<file path="config.mk">
export PLATFORM = sky130hd
export DESIGN_NAME = csr_issue_fifo
export DESIGN_NICKNAME = d
export VERILOG_FILES = /design/src/logic/csr_pkg.sv /design/src/logic/csr_issue_fifo.sv
export VERILOG_INCLUDE_DIRS = /design/src /design/src/include
export SDC_FILE = /design/constraint.sdc
export NUM_CORES = 1
export LEC_CHECK = 0
export BUFFER_PORTS_ARGS = -buffer_cell sky130_fd_sc_hd__buf_4
export CAP_MARGIN = 0
export CORE_UTILIZATION = 35
export CTS_BUF_LIST = sky130_fd_sc_hd__clkbuf_4
export DETAILED_ROUTE_END_ITERATION = 12
export GPL_TIMING_DRIVEN = 0
export REMOVE_ABC_BUFFERS = 1
export SLEW_MARGIN = 20
export SYNTH_ARGS = -nofsm -noshare
export SYNTH_HDL_FRONTEND = slang
export SYNTH_SLANG_ARGS = --single-unit
</file>
<file path="constraint.sdc">
create_clock -name CLK -period 5.8 [get_ports CLK]
set_clock_uncertainty 0.15 [all_clocks]
set_input_delay 0.87 -clock CLK [delete_from_list [all_inputs] [get_ports CLK]]
set_output_delay 0.87 -clock CLK [all_outputs]
set_load 0.02 [all_outputs]
</file>
<file path="src/include/csr_config.svh">
//####################
// Widths, rename bits, queue depth
// and machine-mode CSR addresses.
//####################

`ifndef CSR_CONFIG_SVH
`define CSR_CONFIG_SVH

`define XLEN 64
`define RB 2
`define PREG_W (5 + `RB)
`define PREG_NUM (1 << `PREG_W)

`define CSR_FIFO_DEPTH 4

// Op flags, pc, address, rd, rs1.
`define CSR_ENTRY_DW (6 + `XLEN + 12 + 2 * `PREG_W)
// Kind bits, rd, operand, address.
`define CSR_EXE_DW (3 + `PREG_W + `XLEN + 12)

`define CSR_MSCRATCH 12'h340
`define CSR_MEPC 12'h341
`define CSR_MTVEC 12'h305
`define CSR_MCAUSE 12'h342

`endif
</file>
<file path="src/logic/csr_pkg.sv">
//####################
// CSR operation types: address,
// operation flags, queue entry
// and execute parameter.
//####################

`include "csr_config.svh"

package csr_pkg;

	// Twelve-bit CSR address.
	typedef logic [11:0] csr_addr_t;

	// One-hot flags, msb first: rw, rs, rc, rwi, rsi, rci.
	typedef logic [5:0] csr_op_t;

	// Queue entry, packed as {op, pc, addr, rd, rs1}.
	typedef logic [`CSR_ENTRY_DW-1:0] csr_entry_t;

	// Execute parameter, packed as {rw, rs, rc, rd, operand, addr}.
	typedef logic [`CSR_EXE_DW-1:0] csr_exe_t;

endpackage

</file>
<file path="src/logic/csr_issue_fifo.sv">
//####################
// csr_issue_fifo: in-order queue of
// CSR entries, flushable.
//####################

`timescale 1ns/1ps
`include "csr_config.svh"

module csr_issue_fifo (
	input  logic                CLK,
	input  logic                rst_n,
	input  logic                flush,
	input  logic                push,
	input  csr_pkg::csr_entry_t entry_in,
	input  logic                pop,
	output csr_pkg::csr_entry_t head,
	output logic                empty,
	output logic                full
);

	localparam int DEPTH = `CSR_FIFO_DEPTH;
	localparam int AW = $clog2(DEPTH);
	localparam int CW = $clog2(DEPTH + 1);

	csr_pkg::csr_entry_t mem [DEPTH];
	logic [AW-1:0]       wr_ptr;
	logic [AW-1:0]       rd_ptr;
	logic [CW-1:0]       count;
	logic                do_push;
	logic                do_pop;

	assign empty = (count == '0);
	assign full = (count == CW'(DEPTH));
	assign head = mem[rd_ptr];

	assign do_push = push & ~full;
	assign do_pop = pop & ~empty;

	// Payload storage.
	always_ff @(posedge CLK) begin
		if (do_push) begin
			mem[wr_ptr] <= entry_in;
		end
	end

	always_ff @(posedge CLK) begin
		if (!rst_n || flush) begin
			wr_ptr <= '0;
			rd_ptr <= '0;
			count <= '0;
		end else begin
			if (do_push) begin
				wr_ptr <= (wr_ptr == AW'(DEPTH - 1)) ? '0 : wr_ptr + 1'b1;
			end
			if (do_pop) begin
				rd_ptr <= (rd_ptr == AW'(DEPTH - 1)) ? '0 : rd_ptr + 1'b1;
			end
			case ({do_push, do_pop})
				2'b10: count <= count + 1'b1;
				2'b01: count <= count - 1'b1;
				default: count <= count;
			endcase
		end
	end

	// Upstream must hold off while full.
	push_not_full: assert property (@(posedge CLK) disable iff (!rst_n)
		!(push && full));

	pop_not_empty: assert property (@(posedge CLK) disable iff (!rst_n)
		!(pop && empty));

endmodule

</file>
After elaboration in Yosys (flattened, before gate mapping). Memories as Yosys holds them, arrays and structs flattened. A register that Yosys moved wholly into a read port is not among the register bits. Index checks and enable logic that the tools add are counted.

Register bits after elaboration: 7. Memory bits (writable): 384. Input port bits: 101. Output and inout port bits: 98. Logic and storage cells: 28. Memories kept: 1.

Add/subtract/negate cells: 4. Eq/ne operators: 5. Multiplexer cells: 7. Bitwise gates (word level): 4. Reduce and logical (&&, ||, !) cells: 4.

Memories: mem (depth 4, width 96, read ports 1, clocked after Yosys merged registers in 1, write ports 1, line csr_issue_fifo.sv:25) `csr_pkg::csr_entry_t mem [DEPTH];`.

Operators with widths (number): $mux 2 (4); $eq 2x2->1 const B (3); $pmux 3 s2 (1); $add 2x1->2 const B (2); $add 3x1->3 const B (1); $eq 3x3->1 const B (1); $logic_not 3->1 (1); $sub 3x1->3 const B (1); $and 1x1->1 (2); $eq 2x1->1 const B (1); $mux 1 (2); $not 1->1 (2); $reduce_bool 2->1 (1); $logic_not 1->1 (1); $logic_or 1x1->1 (1).

Depth between registers and ports, before layout.
Depth after elaboration: 5. Depth in mapped cells: 10. Depth with buffers taken out: 9.

Worst setup path after synthesis. No wires, ideal clock.

Kind: in2reg. From: input port push. To: memory mem[0][0] (netlist name) (enable). Library setup time: 0.412 ns. Arrival: 2.110 ns. Required time: 5.238 ns. Path slack: 3.128 ns. Stages on the path: 1. Path buffers: 0. Cells stage by stage: and3_2.

Word-level cells in the longest chain between the ends: 3.

Ends and longest elaborated chain: start: declaration (line csr_issue_fifo.sv:13) `input logic push,`; $and 1x1->1 (line csr_issue_fifo.sv:36) `assign do_push = push & ~full;`; $mux 1 (line csr_issue_fifo.sv:41) `if (do_push) begin`; $mux 1 (implied by the code) (line csr_issue_fifo.sv:42) `mem[wr_ptr] <= entry_in;`; end: declaration (line csr_issue_fifo.sv:25).

Every way passes these cells.

==> metrics <==
initial antenna violation count=1; post-CTS sizing=0; f_max=258 MHz; HPWL Detailed=16,100 um; RSZ-0062 raised after global routing=no; Netlist Area Pre-Place=14,300 um^2; Compound-Gate Fraction of Synth Area=0.00332; syn avg cell area=around 26 um^2; chip height=between 200 and 250 um; RR Startpoint=count[2]$_SDFFE_PP0P_; Final Cell Area=18,000 um^2; placed instance area=16,700 um^2; reg2reg setup slack=3.10 ns; Core ar.=approximately 40,000 um^2; power consumption=5.86 mW; final std cells w/o fill=1,447; synth unique cells=25; GPL Wtd Cong=between 0.6 and 0.7; Yosys reg bits=between 300 and 400; Simple-Gate Fraction of Synth Area=0.00830; Max Buffers Root-to-Sink=3; Synth Area in Adders=0.00664; cells after synthesis=~560; Top FF cell, synth=edfxtp_1; worst slack, placed=about 2.7 ns; Worst Hold Slack=0.134 ns; Reg-to-Reg End=count[2]$_SDFFE_PP0P_; Post-synth EDFFs=384; synth warn=0; largest net degree at the start of global routing=41; drt via density=roughly 4.7; Peak VDD IR=0.177 mV; static leakage=approximately 6 nW; largest cells by area after synthesis=edfxtp_1 (80%), mux4_2 (15%), dfxtp_1 (1.3%); Clock transition at path regs=roughly 0.070 ns; worst reg2reg path depth=9; setup violators final=0; Setup Fix Bufs, Post-CTS=0; cell-internal power=between 4 and 5 mW; Post-Route Utilization=0.449; combinational share of power=0.065; area leader, netlist=edfxtp_1; first-pass GRT wire length=approximately 42,000 um; grt ovf=0; proportion of layout cells with a drive suffix above 1=0.515; Vias=between 6,000 and 7,000; Skew-Pair Late Insertion Delay=approximately 0.79 ns; Cells after DPL=approximately 1,300; DR pass1 iterations=4; required time worst endpoint=4.78 ns; # nets final=between 900 and 1,000; Setup crit end kind=primary output; number of global-route vias before repair=7,413; fin. max-slew vios=0; CTS Root Cell=clkbuf_4; CP Class=reg -> out; GRT Total Usage=0.135; crit path DAT=2.86 ns; die width=~200 um; switching share of power=0.215; P_sw=about 1.3 mW; antenna-violating nets left=0; CTS tree=built; min Tclk post-route=around 3.9 ns; Top-Level Pins=199; Final Hold Viols=0; # H-tree levels=3; slowest stage cell, crit path=dfxtp_4; Worst slew margin=0.636; Hold WC Path Type=in -> reg; Cell Pwr Density=between 300 and 400 nW/um^2; CTS Hold Bufs=8; Std-Cell Rows=73; fin worst setup slack=~1.9 ns; post-synthesis mux area share=0.151; Worst-Margin Slew=0.541 ns; Setup TNS Final=0 ns; input/output buffers=198; Startpoint Class=flop; clock power share=0.387; final WL=around 28,000 um; post-synth top area share=0.805; largest family of logic cells by synthesized area=multiplexers; number of DRC markers in iteration 0=330; max_cap viols=0; CTS sink cnt=between 300 and 400; wire length per cell=roughly 19 um; Max Fanout on Critical Path=31; area grow syn2layout=25.7%; post-synthesis xor/xnor area fraction=0.00122; Final period util=0.669; CP cell instances=buf_12 > buf_16 > mux4_2 > buf_4; Starting Density=0.357; die area=~42,000 um^2; CP max stage delay=0.68 ns; ys async rst share=0; Critical path destination=head[75]; CTS buffer count=approximately 100; Residual DRC=0; sequential area share after synthesis=0.817; Seq pwr share=0.548; status=complete, no violations
## Yosys cell counts (all sizes together), types with 3 or more instances
cell / n
a21oi: 3
and3: 4
buf: 17
clkbuf: 6
dfxtp: 9
edfxtp: 384
ha: 6
inv: 8
mux4: 96
nor2: 4
o31ai: 3
## final cells by class
class,instances,area [um^2]
inverter,8,30.0
multi-input combinational,133,2460
fill,3441,22100
clock inverter,15,98.8
timing repair buffer,219,1900
clock buffer,152,1140
sequential,393,11700
antenna,2,5.00
tap,525,657
## critical path, delay by kind of cell, from the launching register on
| family | cells | cell delay [ns] |
|---|---|---|
| buf+inv | 3 | 0.78 |
| flops | 1 | 0.68 |
| mux | 1 | 0.56 |
## power groups by stage
stage                     Sequential [mW]  Combinational, mW  Clock (mW)
after floorplan                      3.28              0.175           0
after global placement               3.29              0.364           0
after detailed placement             3.27              0.386           0
after CTS                            3.21              0.392        2.38
after global routing                 3.22              0.411        2.50
final                                3.21              0.383        2.27
## worst min path at each step
stage	startpoint	end	slack (ns)	depth (start not counted)
floorplan	rd_ptr[0]$_SDFFE_PP0P_	flop	0.31	2
global placement	rd_ptr[0]$_SDFFE_PP0P_	rd_ptr[0]$_SDFFE_PP0P_	0.33	2
detailed placement	rd_ptr[0]$_SDFFE_PP0P_	flop	0.34	2
CTS	entry_in[80]	mem[2][80]$_DFFE_PP_	0.00008	1
global route	entry_in[80]	mem[2][80]$_DFFE_PP_	0.04	1
finish	entry_in[80]	mem[2][80]$_DFFE_PP_	0.13	1
## layer usage
| metal | track usage | vias up | share of wire |
|---|---|---|---|
| met5 | 0 | - | 0 |
| met4 | 0.0642 | 0 | 0.021 |
| met3 | 0.0462 | 39 | 0.065 |
| met2 | 0.217 | 215 | 0.49 |
| met1 | 0.164 | 3513 | 0.42 |
| li1 | - | 3052 | - |
## logic make-up after synthesis
family,count (synthesis)
compound gates,8
xor+xnor,2
simple gates,20
mux,96
flops,393
fa+ha+maj,7
buf+inv,31
## state kept, by name, summed over array words and instances, names as in the netlist, named ones only
name / count
count: 3
mem: 384
wr_ptr: 2
rd_ptr: 2
## placed cells by master, fill, tap and decap left out, drive strengths merged
cell type,n
inv,9
clkinvlp,4
clkbuf,152
edfxtp,384
nor3,1
xor2,2
nand2b,1
ha,6
o31ai,3
nor2b,1
or3,2
clkinv,9
a21oi,3
nand3,1
buf,211
nor2,4
nand2,2
and2,1
mux4,96
o21ai,2
or3b,1
nand4,2
dfxtp,9
diode,2
fa,1
dlygate4sd3,8
and3,4
bufinv,1
(Power assumes the default switching activity.)
