`config.mk`:
```
export PLATFORM = sky130hd
export DESIGN_NAME = csr_dispatch
export DESIGN_NICKNAME = d
export VERILOG_FILES = /design/src/logic/csr_pkg.sv /design/src/logic/reg_pkg.sv /design/src/logic/csr_dispatch.sv
export VERILOG_INCLUDE_DIRS = /design/src /design/src/include
export SDC_FILE = /design/constraint.sdc
export NUM_CORES = 1
export LEC_CHECK = 0
export BUFFER_PORTS_ARGS = -buffer_cell sky130_fd_sc_hd__buf_4
export CORE_MARGIN = 2
export CORE_UTILIZATION = 35
export DETAILED_ROUTE_END_ITERATION = 6
export MAX_ROUTING_LAYER = met4
export PLACE_DENSITY = 0.77
export SYNTH_ARGS = -nofsm -noshare
export SYNTH_HDL_FRONTEND = slang
export SYNTH_SLANG_ARGS = --single-unit
```
`constraint.sdc`:
```
create_clock -name CLK -period 3 [get_ports CLK]
set_clock_uncertainty 0.2 [all_clocks]
set_input_delay 0.15 -clock CLK [delete_from_list [all_inputs] [get_ports CLK]]
set_output_delay 0.15 -clock CLK [all_outputs]
set_load 0.01 [all_outputs]
```
`src/include/csr_config.svh`:
```
//####################
// Widths, rename bits, queue depth
// and machine-mode CSR addresses.
//####################

`ifndef CSR_CONFIG_SVH
`define CSR_CONFIG_SVH

`define XLEN 64
`define RB 2
`define PREG_W (5 + `RB)
`define PREG_NUM (1 << `PREG_W)

`define CSR_FIFO_DEPTH 4

// Op flags, pc, address, rd, rs1.
`define CSR_ENTRY_DW (6 + `XLEN + 12 + 2 * `PREG_W)
// Kind bits, rd, operand, address.
`define CSR_EXE_DW (3 + `PREG_W + `XLEN + 12)

`define CSR_MSCRATCH 12'h340
`define CSR_MEPC 12'h341
`define CSR_MTVEC 12'h305
`define CSR_MCAUSE 12'h342

`endif
```
`src/logic/csr_pkg.sv`:
```
//####################
// CSR operation types: address,
// operation flags, queue entry
// and execute parameter.
//####################

`include "csr_config.svh"

package csr_pkg;

	// Twelve-bit CSR address.
	typedef logic [11:0] csr_addr_t;

	// One-hot flags, msb first: rw, rs, rc, rwi, rsi, rci.
	typedef logic [5:0] csr_op_t;

	// Queue entry, packed as {op, pc, addr, rd, rs1}.
	typedef logic [`CSR_ENTRY_DW-1:0] csr_entry_t;

	// Execute parameter, packed as {rw, rs, rc, rd, operand, addr}.
	typedef logic [`CSR_EXE_DW-1:0] csr_exe_t;

endpackage

```
`src/logic/reg_pkg.sv`:
```
//####################
// Register-file types: data word,
// physical and architectural index.
//####################

`include "csr_config.svh"

package reg_pkg;

	// One register value.
	typedef logic [`XLEN-1:0] xdata_t;

	// Physical index, architectural index in the upper five bits.
	typedef logic [`PREG_W-1:0] preg_t;

	// Architectural index.
	// Also carries the 5-bit immediate of the i-forms.
	typedef logic [4:0] areg_t;

endpackage

```
`src/logic/csr_dispatch.sv`:
```
//####################
// csr_dispatch: funct3 decode and
// registered queue entry.
//####################

`timescale 1ns/1ps

module csr_dispatch (
	input  logic                CLK,
	input  logic                rst_n,
	input  logic                instr_valid,
	input  logic [2:0]          funct3,
	input  csr_pkg::csr_addr_t  csr_addr,
	input  reg_pkg::preg_t      rd,
	input  reg_pkg::preg_t      rs1,
	input  reg_pkg::xdata_t     pc,
	output logic                push,
	output logic                illegal,
	output csr_pkg::csr_entry_t entry
);

	csr_pkg::csr_op_t op;
	logic             reserved;

	// Zicsr funct3 to one-hot flags.
	always_comb begin
		op = '0;
		reserved = 1'b0;
		case (funct3)
			3'd1: op = 6'b100000;
			3'd2: op = 6'b010000;
			3'd3: op = 6'b001000;
			3'd5: op = 6'b000100;
			3'd6: op = 6'b000010;
			3'd7: op = 6'b000001;
			// Codes 0 and 4 are not CSR ops.
			default: reserved = 1'b1;
		endcase
	end

	always_ff @(posedge CLK) begin
		if (!rst_n) begin
			push <= 1'b0;
			illegal <= 1'b0;
		end else begin
			push <= instr_valid & ~reserved;
			illegal <= instr_valid & reserved;
		end
	end

	always_ff @(posedge CLK) begin
		if (instr_valid && !reserved) begin
			entry <= {op, pc, csr_addr, rd, rs1};
		end
	end

endmodule

```
==> Word level (Yosys, flattened, before mapping) <==
Cells that the tools add are included.
{ "word_totals": {"register_bits": 98, "latch_bits": 0, "ramBits": 0, "romBits": 0, "output_inout_bits": 98, "word_cells": 15, "n_memories": 0} }
{ "op_classes": {"addsub": 0, "n_mul": 0, "div": 0, "order_cmp": 0, "eq_ne": 6, "shifts": 0, "mux": 2, "n_bitwise": 2, "n_reduce_logical": 2} }
{ "ops": {"columns": ["cell", "count"], "rows": [
  ["6-bit one-hot mux with 6 select lines", 1],
  ["3-bit == test, second input constant", 3],
  ["3-bit by 2-bit == test with 1-bit output, second input constant", 2],
  ["6-bit OR reduction", 1],
  ["3-bit by 1-bit == test with 1-bit output, second input constant", 1],
  ["1-bit AND", 2],
  ["1-bit logical AND", 1],
  ["1-bit two-way mux", 1]
]} }

==> Longest topological paths before layout <==
Gate-level depths: netlist of the first run.
{ "logic_depth": {"ltp_word": 4, "mapped_depth": 1} }

==> Worst setup path before layout of the first run <==
OpenSTA, ideal clock, no wires.
{ "synth_timing": {"path_kind": "in2reg", "from": "in funct3[1]", "to": "reg entry[0] (enable)", "t_arrival_ns": 2.333, "t_required_ns": 2.338, "setup_slack_ns": 0.005, "path_stages": 1, "path_cell_list": "o21a_1"} }
{ "synth_between": {"elab_chain_cells": 3, "elab_cells_between_ends": 8} }
{ "synth_rtl": {"columns": ["element", "line", "text"], "rows": [
  ["start, declared", "csr_dispatch.sv:12", "input logic [2:0] funct3,"],
  ["3-bit == test, or another cell as far along", "csr_dispatch.sv:29", "case (funct3)"],
  ["6-bit OR reduction (no source line) (*)", null, null],
  ["1-bit logical AND (*)", "csr_dispatch.sv:52", "if (instr_valid && !reserved) begin"],
  ["end signal, assigned", "csr_dispatch.sv:53", "entry <= {op, pc, csr_addr, rd, rs1};"],
  ["end, declared", "csr_dispatch.sv:19", "output csr_pkg::csr_entry_t entry"]
]} }
Every way passes the cells marked *; elsewhere a longest branch is shown, timed or not.
A chain may end at the register's enable or synchronous reset.

==> Worst setup path after layout of the first run <==
{ "layout_timing": {"from": "in funct3[1]", "to": "reg entry[1] (enable)"} }
Same word-level chain as after synthesis.

==> results of run 1 <==
==> synth_stat cells <==
cell type,number
edfxtp_1,96
and3_2,1
o211a_1,1
dfxtp_1,2
nor3b_1,2
and4bb_2,1
o21a_1,1
and3b_2,3
==> what timing repair did <==
| action | 4_1_cts | 5_1_grt |
|---|---|---|
| endpoints found under the hold margin | 98 | 0 |
| hold buffers | 98 | 0 |
| setup endpoints to repair | 0 | 0 |
| gates resized for setup | 0 | 0 |
==> per-layer routing <==
metal / track usage [%] / part of all wire, % / up-vias / wire, um
li1: - / - / 1038 / -
met1: 21.0 / 36 / 1114 / 3300
met2: 35.8 / 53 / 135 / 4930
met3: 6.65 / 8.5 / 23 / 791
met4: 8.45 / 2.5 / 0 / 236
met5: - / 0 / - / 0
==> state kept, by name, indices dropped and copies added, names as in the netlist <==
register	cells
entry	96
push	1
illegal	1
==> through the flow <==
step	hold slack, ns	area (um^2)
floorplan	0.0489	3010
global placement	0.128	4610
detailed placement	0.129	4610
CTS	0.275	5810
global route	0.286	5810
finish	0.299	5810
==> where the power goes <==
| part | internal [mW] | switching [mW] |
|---|---|---|
| Combinational | 0.297 | 0.191 |
| Clock | 0.467 | 0.455 |
| Sequential | 1.63 | 0.0391 |
| Total | 2.40 | 0.686 |
==> final cells by class <==
type                       instances  area (um^2)  area share, %
sequential                        98         2920           50.3
timing repair buffer             292         2450           42.2
tap                              105          131           2.26
clock buffer                       9          124           2.13
clock inverter                     7         91.3           1.57
multi-input combinational          9         90.1           1.55
==> cells by family after synthesis <==
group            after synthesis  synth area share (%)
AND/OR/NAND/NOR                7                  2.16
AO/OA/AOI/OAI                  2                 0.583
flip-flops                    98                  97.3
==> worst paths after layout <==
path / startpoint / end / slack, ns
hold / removal: csr_addr[7] / entry[21] / 0.30
setup / recovery: funct3[1] / entry[1] / 1.04
==> results.json, run 1 <==
{
  "status": "complete, no violations",
  "initial_utilization_pct": 36.4,
  "place_inst": 406,
  "finalWorstSetupSlack_ns": 1.04,
  "wl_per_cell_um": 17.8,
  "crit_type": "in -> reg",
  "ys.warnings.count": 0,
  "setup_violations": 0,
  "syn_nets": 203,
  "crit_family": "buffers and inverters",
  "layout_common_cells": "buf_4, dlygate4sd3_1, edfxtp_1",
  "drc": 0,
  "fillers": 513,
  "antenna_found_initial": 0,
  "viasPerCell": 4.44,
  "io_pins": 194,
  "netlist_area_um2": 3010,
  "floorplan.rows": 33,
  "synthTopCellsByArea": "edfxtp_1, dfxtp_1, and3b_2, nor3b_1, and4bb_2",
  "die_h_um": 96.7,
  "synth_cell_type_count": 8,
  "final_cells": 520,
  "mostFrequentLayoutCell": "buf_4",
  "tritoncts": "done",
  "path_cells": "dlygate4sd3_1 > buf_4 > o21a_4 > buf_12",
  "min_delay_path_depth": 2,
  "fp.dieArea_um2": 9340,
  "final_nets": 506,
  "p_per_area_nw_per_um2": 531,
  "maxSlewViolCount": 0,
  "postCtsSetupBuffers": 0,
  "vdd_ir_drop_max_uv": 361,
  "critPathArrivalTime_ns": 1.79,
  "postSynthAreaPerCell_um2": 28.1,
  "synth-seq-cells": 98,
  "fp.coreArea_um2": 8260,
  "die_w_um": 96.7,
  "fmax_mhz": 511,
  "vias": 2310,
  "wl_um": 9260,
  "synth_largest_area_cell": "edfxtp_1",
  "drt_first_pass_iters": 4,
  "cts_max_level": 3,
  "synth_top_area_share_pct": 95.9,
  "ys_seq_area_share_pct": 97.3,
  "period_share_pct": 65.3,
  "grt_pass1_vias": 2592,
  "hold_viol": 0,
  "antennaDiodeCount": 0,
  "start_kind": "input port",
  "grt_pass1_wl_um": 14000,
  "power.leakage_nw": 2.43,
  "rsz0062_at_grt": "false",
  "worstPathMaxFanout": 49,
  "track_usage_pct": 20.4,
  "antenna_left": 0,
  "endpoint_kind": "flip-flop",
  "max-cap-violations": 0,
  "gr-total-overflow": 0,
  "worstPathRequired_ns": 2.84,
  "clock_path_buffers": 2,
  "cts_made_buffers": 9,
  "numPortBuffers": 193,
  "synth_cells": 107,
  "grt_max_degree": 50,
  "power_mw": 3.08,
  "post-route-util_pct": 70.3,
  "place_ws_ns": 1.24,
  "clk_pin_slew_ns": 0.10,
  "area_growth_pct": 93.3,
  "root_buffer": "clkbuf_8",
  "slowest_stage": "o21a_4",
  "worstHoldPathType": "in -> reg",
  "worst_slew_margin_rel_pct": 54.8,
  "critPathBufInv": 3,
  "gp_congestion": 0.731,
  "slowest_delay_ns": 0.58,
  "drt_iter0_drc": 77,
  "period_minus_slack_ns": 1.96,
  "tns_ns": 0,
  "cts_sinks": 98,
  "tightestPinTransition_ns": 0.678,
  "layout-drive-gt1-share_pct": 51.6,
  "cp.depth": 4
}
Note: power is estimated with default switching activity, not from simulation.
==> run 2: changes to the inputs <==
clock period = 1.8 ns   (was 3 ns; I/O delays follow)
==> results.json, run 2 (synthesized netlist as in run 1, its figures left out) <==
{
  "mostFrequentLayoutCell": "buf_4",
  "ctsResizeCount": 0,
  "gr-total-overflow": 0,
  "path_cells": "dlygate4sd3_1 > buf_4 > nor3b_1 > dlygate4sd3_1",
  "whs_ns": 0.253,
  "fmax_mhz": 619,
  "vdd_ir_drop_max_uv": 588,
  "worstPathRequired_ns": 1.70,
  "track_usage_pct": 20.6,
  "tightestPinTransition_ns": 0.289,
  "slowest_delay_ns": 0.56,
  "maxSlewViolCount": 0,
  "p_clk_share_pct": 28.0,
  "worstHoldPathType": "in -> reg",
  "dpl_cell_area_um2": 4630,
  "viasPerCell": 4.46,
  "crit_type": "in -> reg",
  "multi_input_area_um2": 90.1,
  "fillers": 511,
  "grt_max_degree": 54,
  "drt_first_pass_iters": 4,
  "initial_utilization_pct": 36.4,
  "fp.dieArea_um2": 9340,
  "drc": 0,
  "gp_congestion": 0.749,
  "tritoncts": "done",
  "clk_pin_slew_ns": 0.09,
  "power_frac_comb_pct": 16.4,
  "area_growth_pct": 93.6,
  "switching_share_pct": 22.7,
  "min_delay_path_depth": 2,
  "postCtsSetupBuffers": 0,
  "antenna_left": 0,
  "hold_end": "entry[66]",
  "grt_pass1_vias": 2628,
  "layout_common_cells": "buf_4, dlygate4sd3_1, edfxtp_1",
  "clock_path_buffers": 2,
  "max_flop_register": "entry",
  "layout-drive-gt1-share_pct": 51.8,
  "worst_slew_margin_rel_pct": 80.7,
  "die_w_um": 96.7,
  "status": "complete, no violations",
  "reg_top3": "entry (96), illegal (1), push (1)",
  "antenna_found_initial": 1,
  "slowest_stage": "dlygate4sd3_1",
  "critPathArrivalTime_ns": 1.51,
  "start_kind": "input port",
  "p_int_mw": 3.87,
  "max-cap-violations": 0,
  "worstPathMaxFanout": 9,
  "drt_iter0_drc": 117,
  "vias": 2331,
  "final_nets": 508,
  "seq_area_um2": 2920,
  "io_pins": 194,
  "floorplan.rows": 33,
  "cts_made_buffers": 9,
  "grt_pass1_wl_um": 14100,
  "period_minus_slack_ns": 1.62,
  "path_common_cell": "dlygate4sd3_1",
  "power.leakage_nw": 2.44,
  "fp.coreArea_um2": 8260,
  "largest_reg_flops": 96,
  "p_per_area_nw_per_um2": 860,
  "cts_sinks": 98,
  "rsz0062_at_grt": "false",
  "tns_ns": 0,
  "wl_per_cell_um": 18.0,
  "hp-start": "pc[40]",
  "power_frac_seq_pct": 55.6,
  "final_area_um2": 5820,
  "numPortBuffers": 193,
  "wl_um": 9430,
  "root_buffer": "clkbuf_8",
  "cts_max_level": 3,
  "hold_viol": 0,
  "period_share_pct": 89.7,
  "die_h_um": 96.7,
  "power.net_switching_mw": 1.13,
  "setup_violations": 0,
  "endpoint_kind": "flip-flop"
}
==> run 2: routing by layer <==
| metal | wire [um] | GRT usage, % | share of wire (%) | up-vias |
|---|---|---|---|---|
| met3 | 932 | 7.23 | 9.9 | 16 |
| met1 | 3320 | 21.6 | 35 | 1109 |
| li1 | - | - | - | 1043 |
| met5 | 0 | - | 0 | - |
| met2 | 4970 | 35.7 | 53 | 163 |
| met4 | 207 | 7.48 | 2.2 | 0 |
==> run 2: worst max-delay path by stage <==
stage,startpoint,end
4_1_cts,funct3[0],entry[95]
5_1_grt,funct3[1],entry[94]
3_5_place_dp,funct3[1],entry[77]
2_1_floorplan,funct3[1],entry[0]
3_3_place_gp,funct3[1],entry[14]
6_report,funct3[1],entry[94]
==> run 2: stage by stage <==
stage | worst slack, ns | total power, mW | cells | util (%)
finish | 0.185 | 5.01 | 523 | 70.5
global route | 0.160 | 5.19 | 523 | 70.5
CTS | 0.251 | 5.00 | 522 | 70.4
detailed placement | 0.596 | 3.47 | 407 | 56.1
global placement | 0.617 | 3.44 | 407 | 56.1
floorplan | 0.359 | 2.98 | 107 | -
==> run 2: power groups by stage <==
stage	clock [mW]	sequential [mW]	combinational (mW)
detailed placement	0	2.83	0.635
floorplan	0	2.93	0.0464
global placement	0	2.82	0.625
CTS	1.41	2.78	0.807
global route	1.51	2.81	0.866
finish	1.40	2.79	0.820
==> run 2: cell type report <==
type	count	share of cell area, %
clock buffer	10	2.19
clock inverter	6	1.12
antenna	1	0.0430
timing repair buffer	294	42.6
multi-input combinational	9	1.55
tap	105	2.26
sequential	98	50.2
==> run 2: repair_timing <==
item | CTS | global route
hold endpoints to repair | 98 | 0
setup endpoints to repair | 0 | 0
hold buffers | 99 | 0
==> run 2: worst max-delay path, delay by kind of cell <==
family,cells,cell delay [ns]
buffers and inverters,3,1.28
AND/OR/NAND/NOR,1,0.15
==> run 3: changes to the inputs <==
MAX_ROUTING_LAYER = default   (was met4)
==> results.json, run 3 (synthesized netlist as in run 1, its figures left out) <==
{
  "wl_um": 9420,
  "max-cap-violations": 0,
  "initial_utilization_pct": 36.4,
  "slowest_stage": "dlygate4sd3_1",
  "drc": 0,
  "p_int_mw": 3.87,
  "cts_max_level": 3,
  "mostFrequentLayoutCell": "buf_4",
  "postCtsSetupBuffers": 0,
  "gp_congestion": 0.740,
  "period_minus_slack_ns": 1.63,
  "final_nets": 508,
  "final_area_um2": 5820,
  "clk_pin_slew_ns": 0.09,
  "cts_sinks": 98,
  "io_pins": 194,
  "power_mw": 5.00,
  "numPortBuffers": 193,
  "antenna_left": 0,
  "tritoncts": "done",
  "grt_pass1_wl_um": 14200,
  "crit_type": "in -> reg",
  "tightestPinTransition_ns": 0.295,
  "finalWorstSetupSlack_ns": 0.175,
  "area_growth_pct": 93.6,
  "max_flop_register": "entry",
  "final_cells": 523,
  "die_w_um": 96.7,
  "worstPathRequired_ns": 1.69,
  "period_share_pct": 90.3,
  "track_usage_pct": 20.1,
  "largest_reg_flops": 96,
  "root_buffer": "clkbuf_8",
  "worst_slew_margin_rel_pct": 80.3,
  "path_cells": "dlygate4sd3_1 > buf_4 > nor3b_1 > dlygate4sd3_1",
  "start_kind": "input port",
  "layout_common_cells": "buf_4, dlygate4sd3_1, edfxtp_1",
  "antenna_found_initial": 1,
  "cts_made_buffers": 9,
  "wl_per_cell_um": 18.0,
  "p_per_area_nw_per_um2": 860,
  "critPathArrivalTime_ns": 1.52,
  "critPathBufInv": 3,
  "vias": 2302,
  "fp.dieArea_um2": 9340,
  "place_inst": 407,
  "worstPathMaxFanout": 9,
  "grt_max_degree": 54,
  "p_clk_share_pct": 27.9,
  "setup_violations": 0,
  "place_ws_ns": 0.596,
  "dpl_cell_area_um2": 4630,
  "gr-total-overflow": 0,
  "power.leakage_nw": 2.44,
  "reg_top3": "entry (96), illegal (1), push (1)",
  "switching_share_pct": 22.6,
  "crit_family": "buffers and inverters",
  "viasPerCell": 4.40,
  "endpoint_kind": "flip-flop",
  "power_frac_seq_pct": 55.7,
  "rsz0062_at_grt": "false",
  "maxSlewViolCount": 0,
  "vdd_ir_drop_max_uv": 588,
  "path_common_cell": "dlygate4sd3_1",
  "clock_path_buffers": 2,
  "fmax_mhz": 615,
  "tns_ns": 0,
  "hold_viol": 0,
  "drt_first_pass_iters": 4,
  "die_h_um": 96.7,
  "drt_iter0_drc": 84,
  "worstHoldPathType": "in -> reg",
  "slowest_delay_ns": 0.56,
  "power_frac_comb_pct": 16.4,
  "status": "complete, no violations",
  "fp.coreArea_um2": 8260,
  "post-route-util_pct": 70.5,
  "grt_pass1_vias": 2615,
  "power.net_switching_mw": 1.13,
  "floorplan.rows": 33,
  "layout-drive-gt1-share_pct": 51.8,
  "whs_ns": 0.257
}
## run 3: cell counts in the layout (fill, tap and decap cells not counted)
No cell type changed its count.
## run 3: final cells by class
cell class	count	area [um^2]
antenna	1	2.50
clock buffer	10	128
clock inverter	6	65.1
fill	511	2440
multi-input combinational	9	90.1
sequential	98	2920
tap	105	131
timing repair buffer	294	2480
## run 3: worst paths after layout
kind   endpoint  slack (ns)  cells after the start      start
max   entry[94]        0.17                      4  funct3[1]
min   entry[79]        0.26                      2     pc[53]
## run 3: metal layers
metal	vias to the layer above	GRT usage, %	share of wire (%)
li1	1043	-	-
met1	1105	20.9	35
met2	137	35.7	53
met3	17	8.82	9.7
met4	0	7.15	2.4
met5	-	0	0
## run 3: power by group through the flow
| stage | clock (mW) | sequential, mW | combinational, mW |
|---|---|---|---|
| global placement | 0 | 2.82 | 0.625 |
| CTS | 1.41 | 2.78 | 0.807 |
| floorplan | 0 | 2.93 | 0.0464 |
| finish | 1.40 | 2.79 | 0.821 |
| detailed placement | 0 | 2.83 | 0.635 |
| global route | 1.52 | 2.81 | 0.867 |
## run 3: what timing repair did
action                                  CTS  global route
gates resized for setup                   0             0
endpoints found under the setup margin    0             0
hold buffers                             99             0
endpoints found under the hold margin    98             0
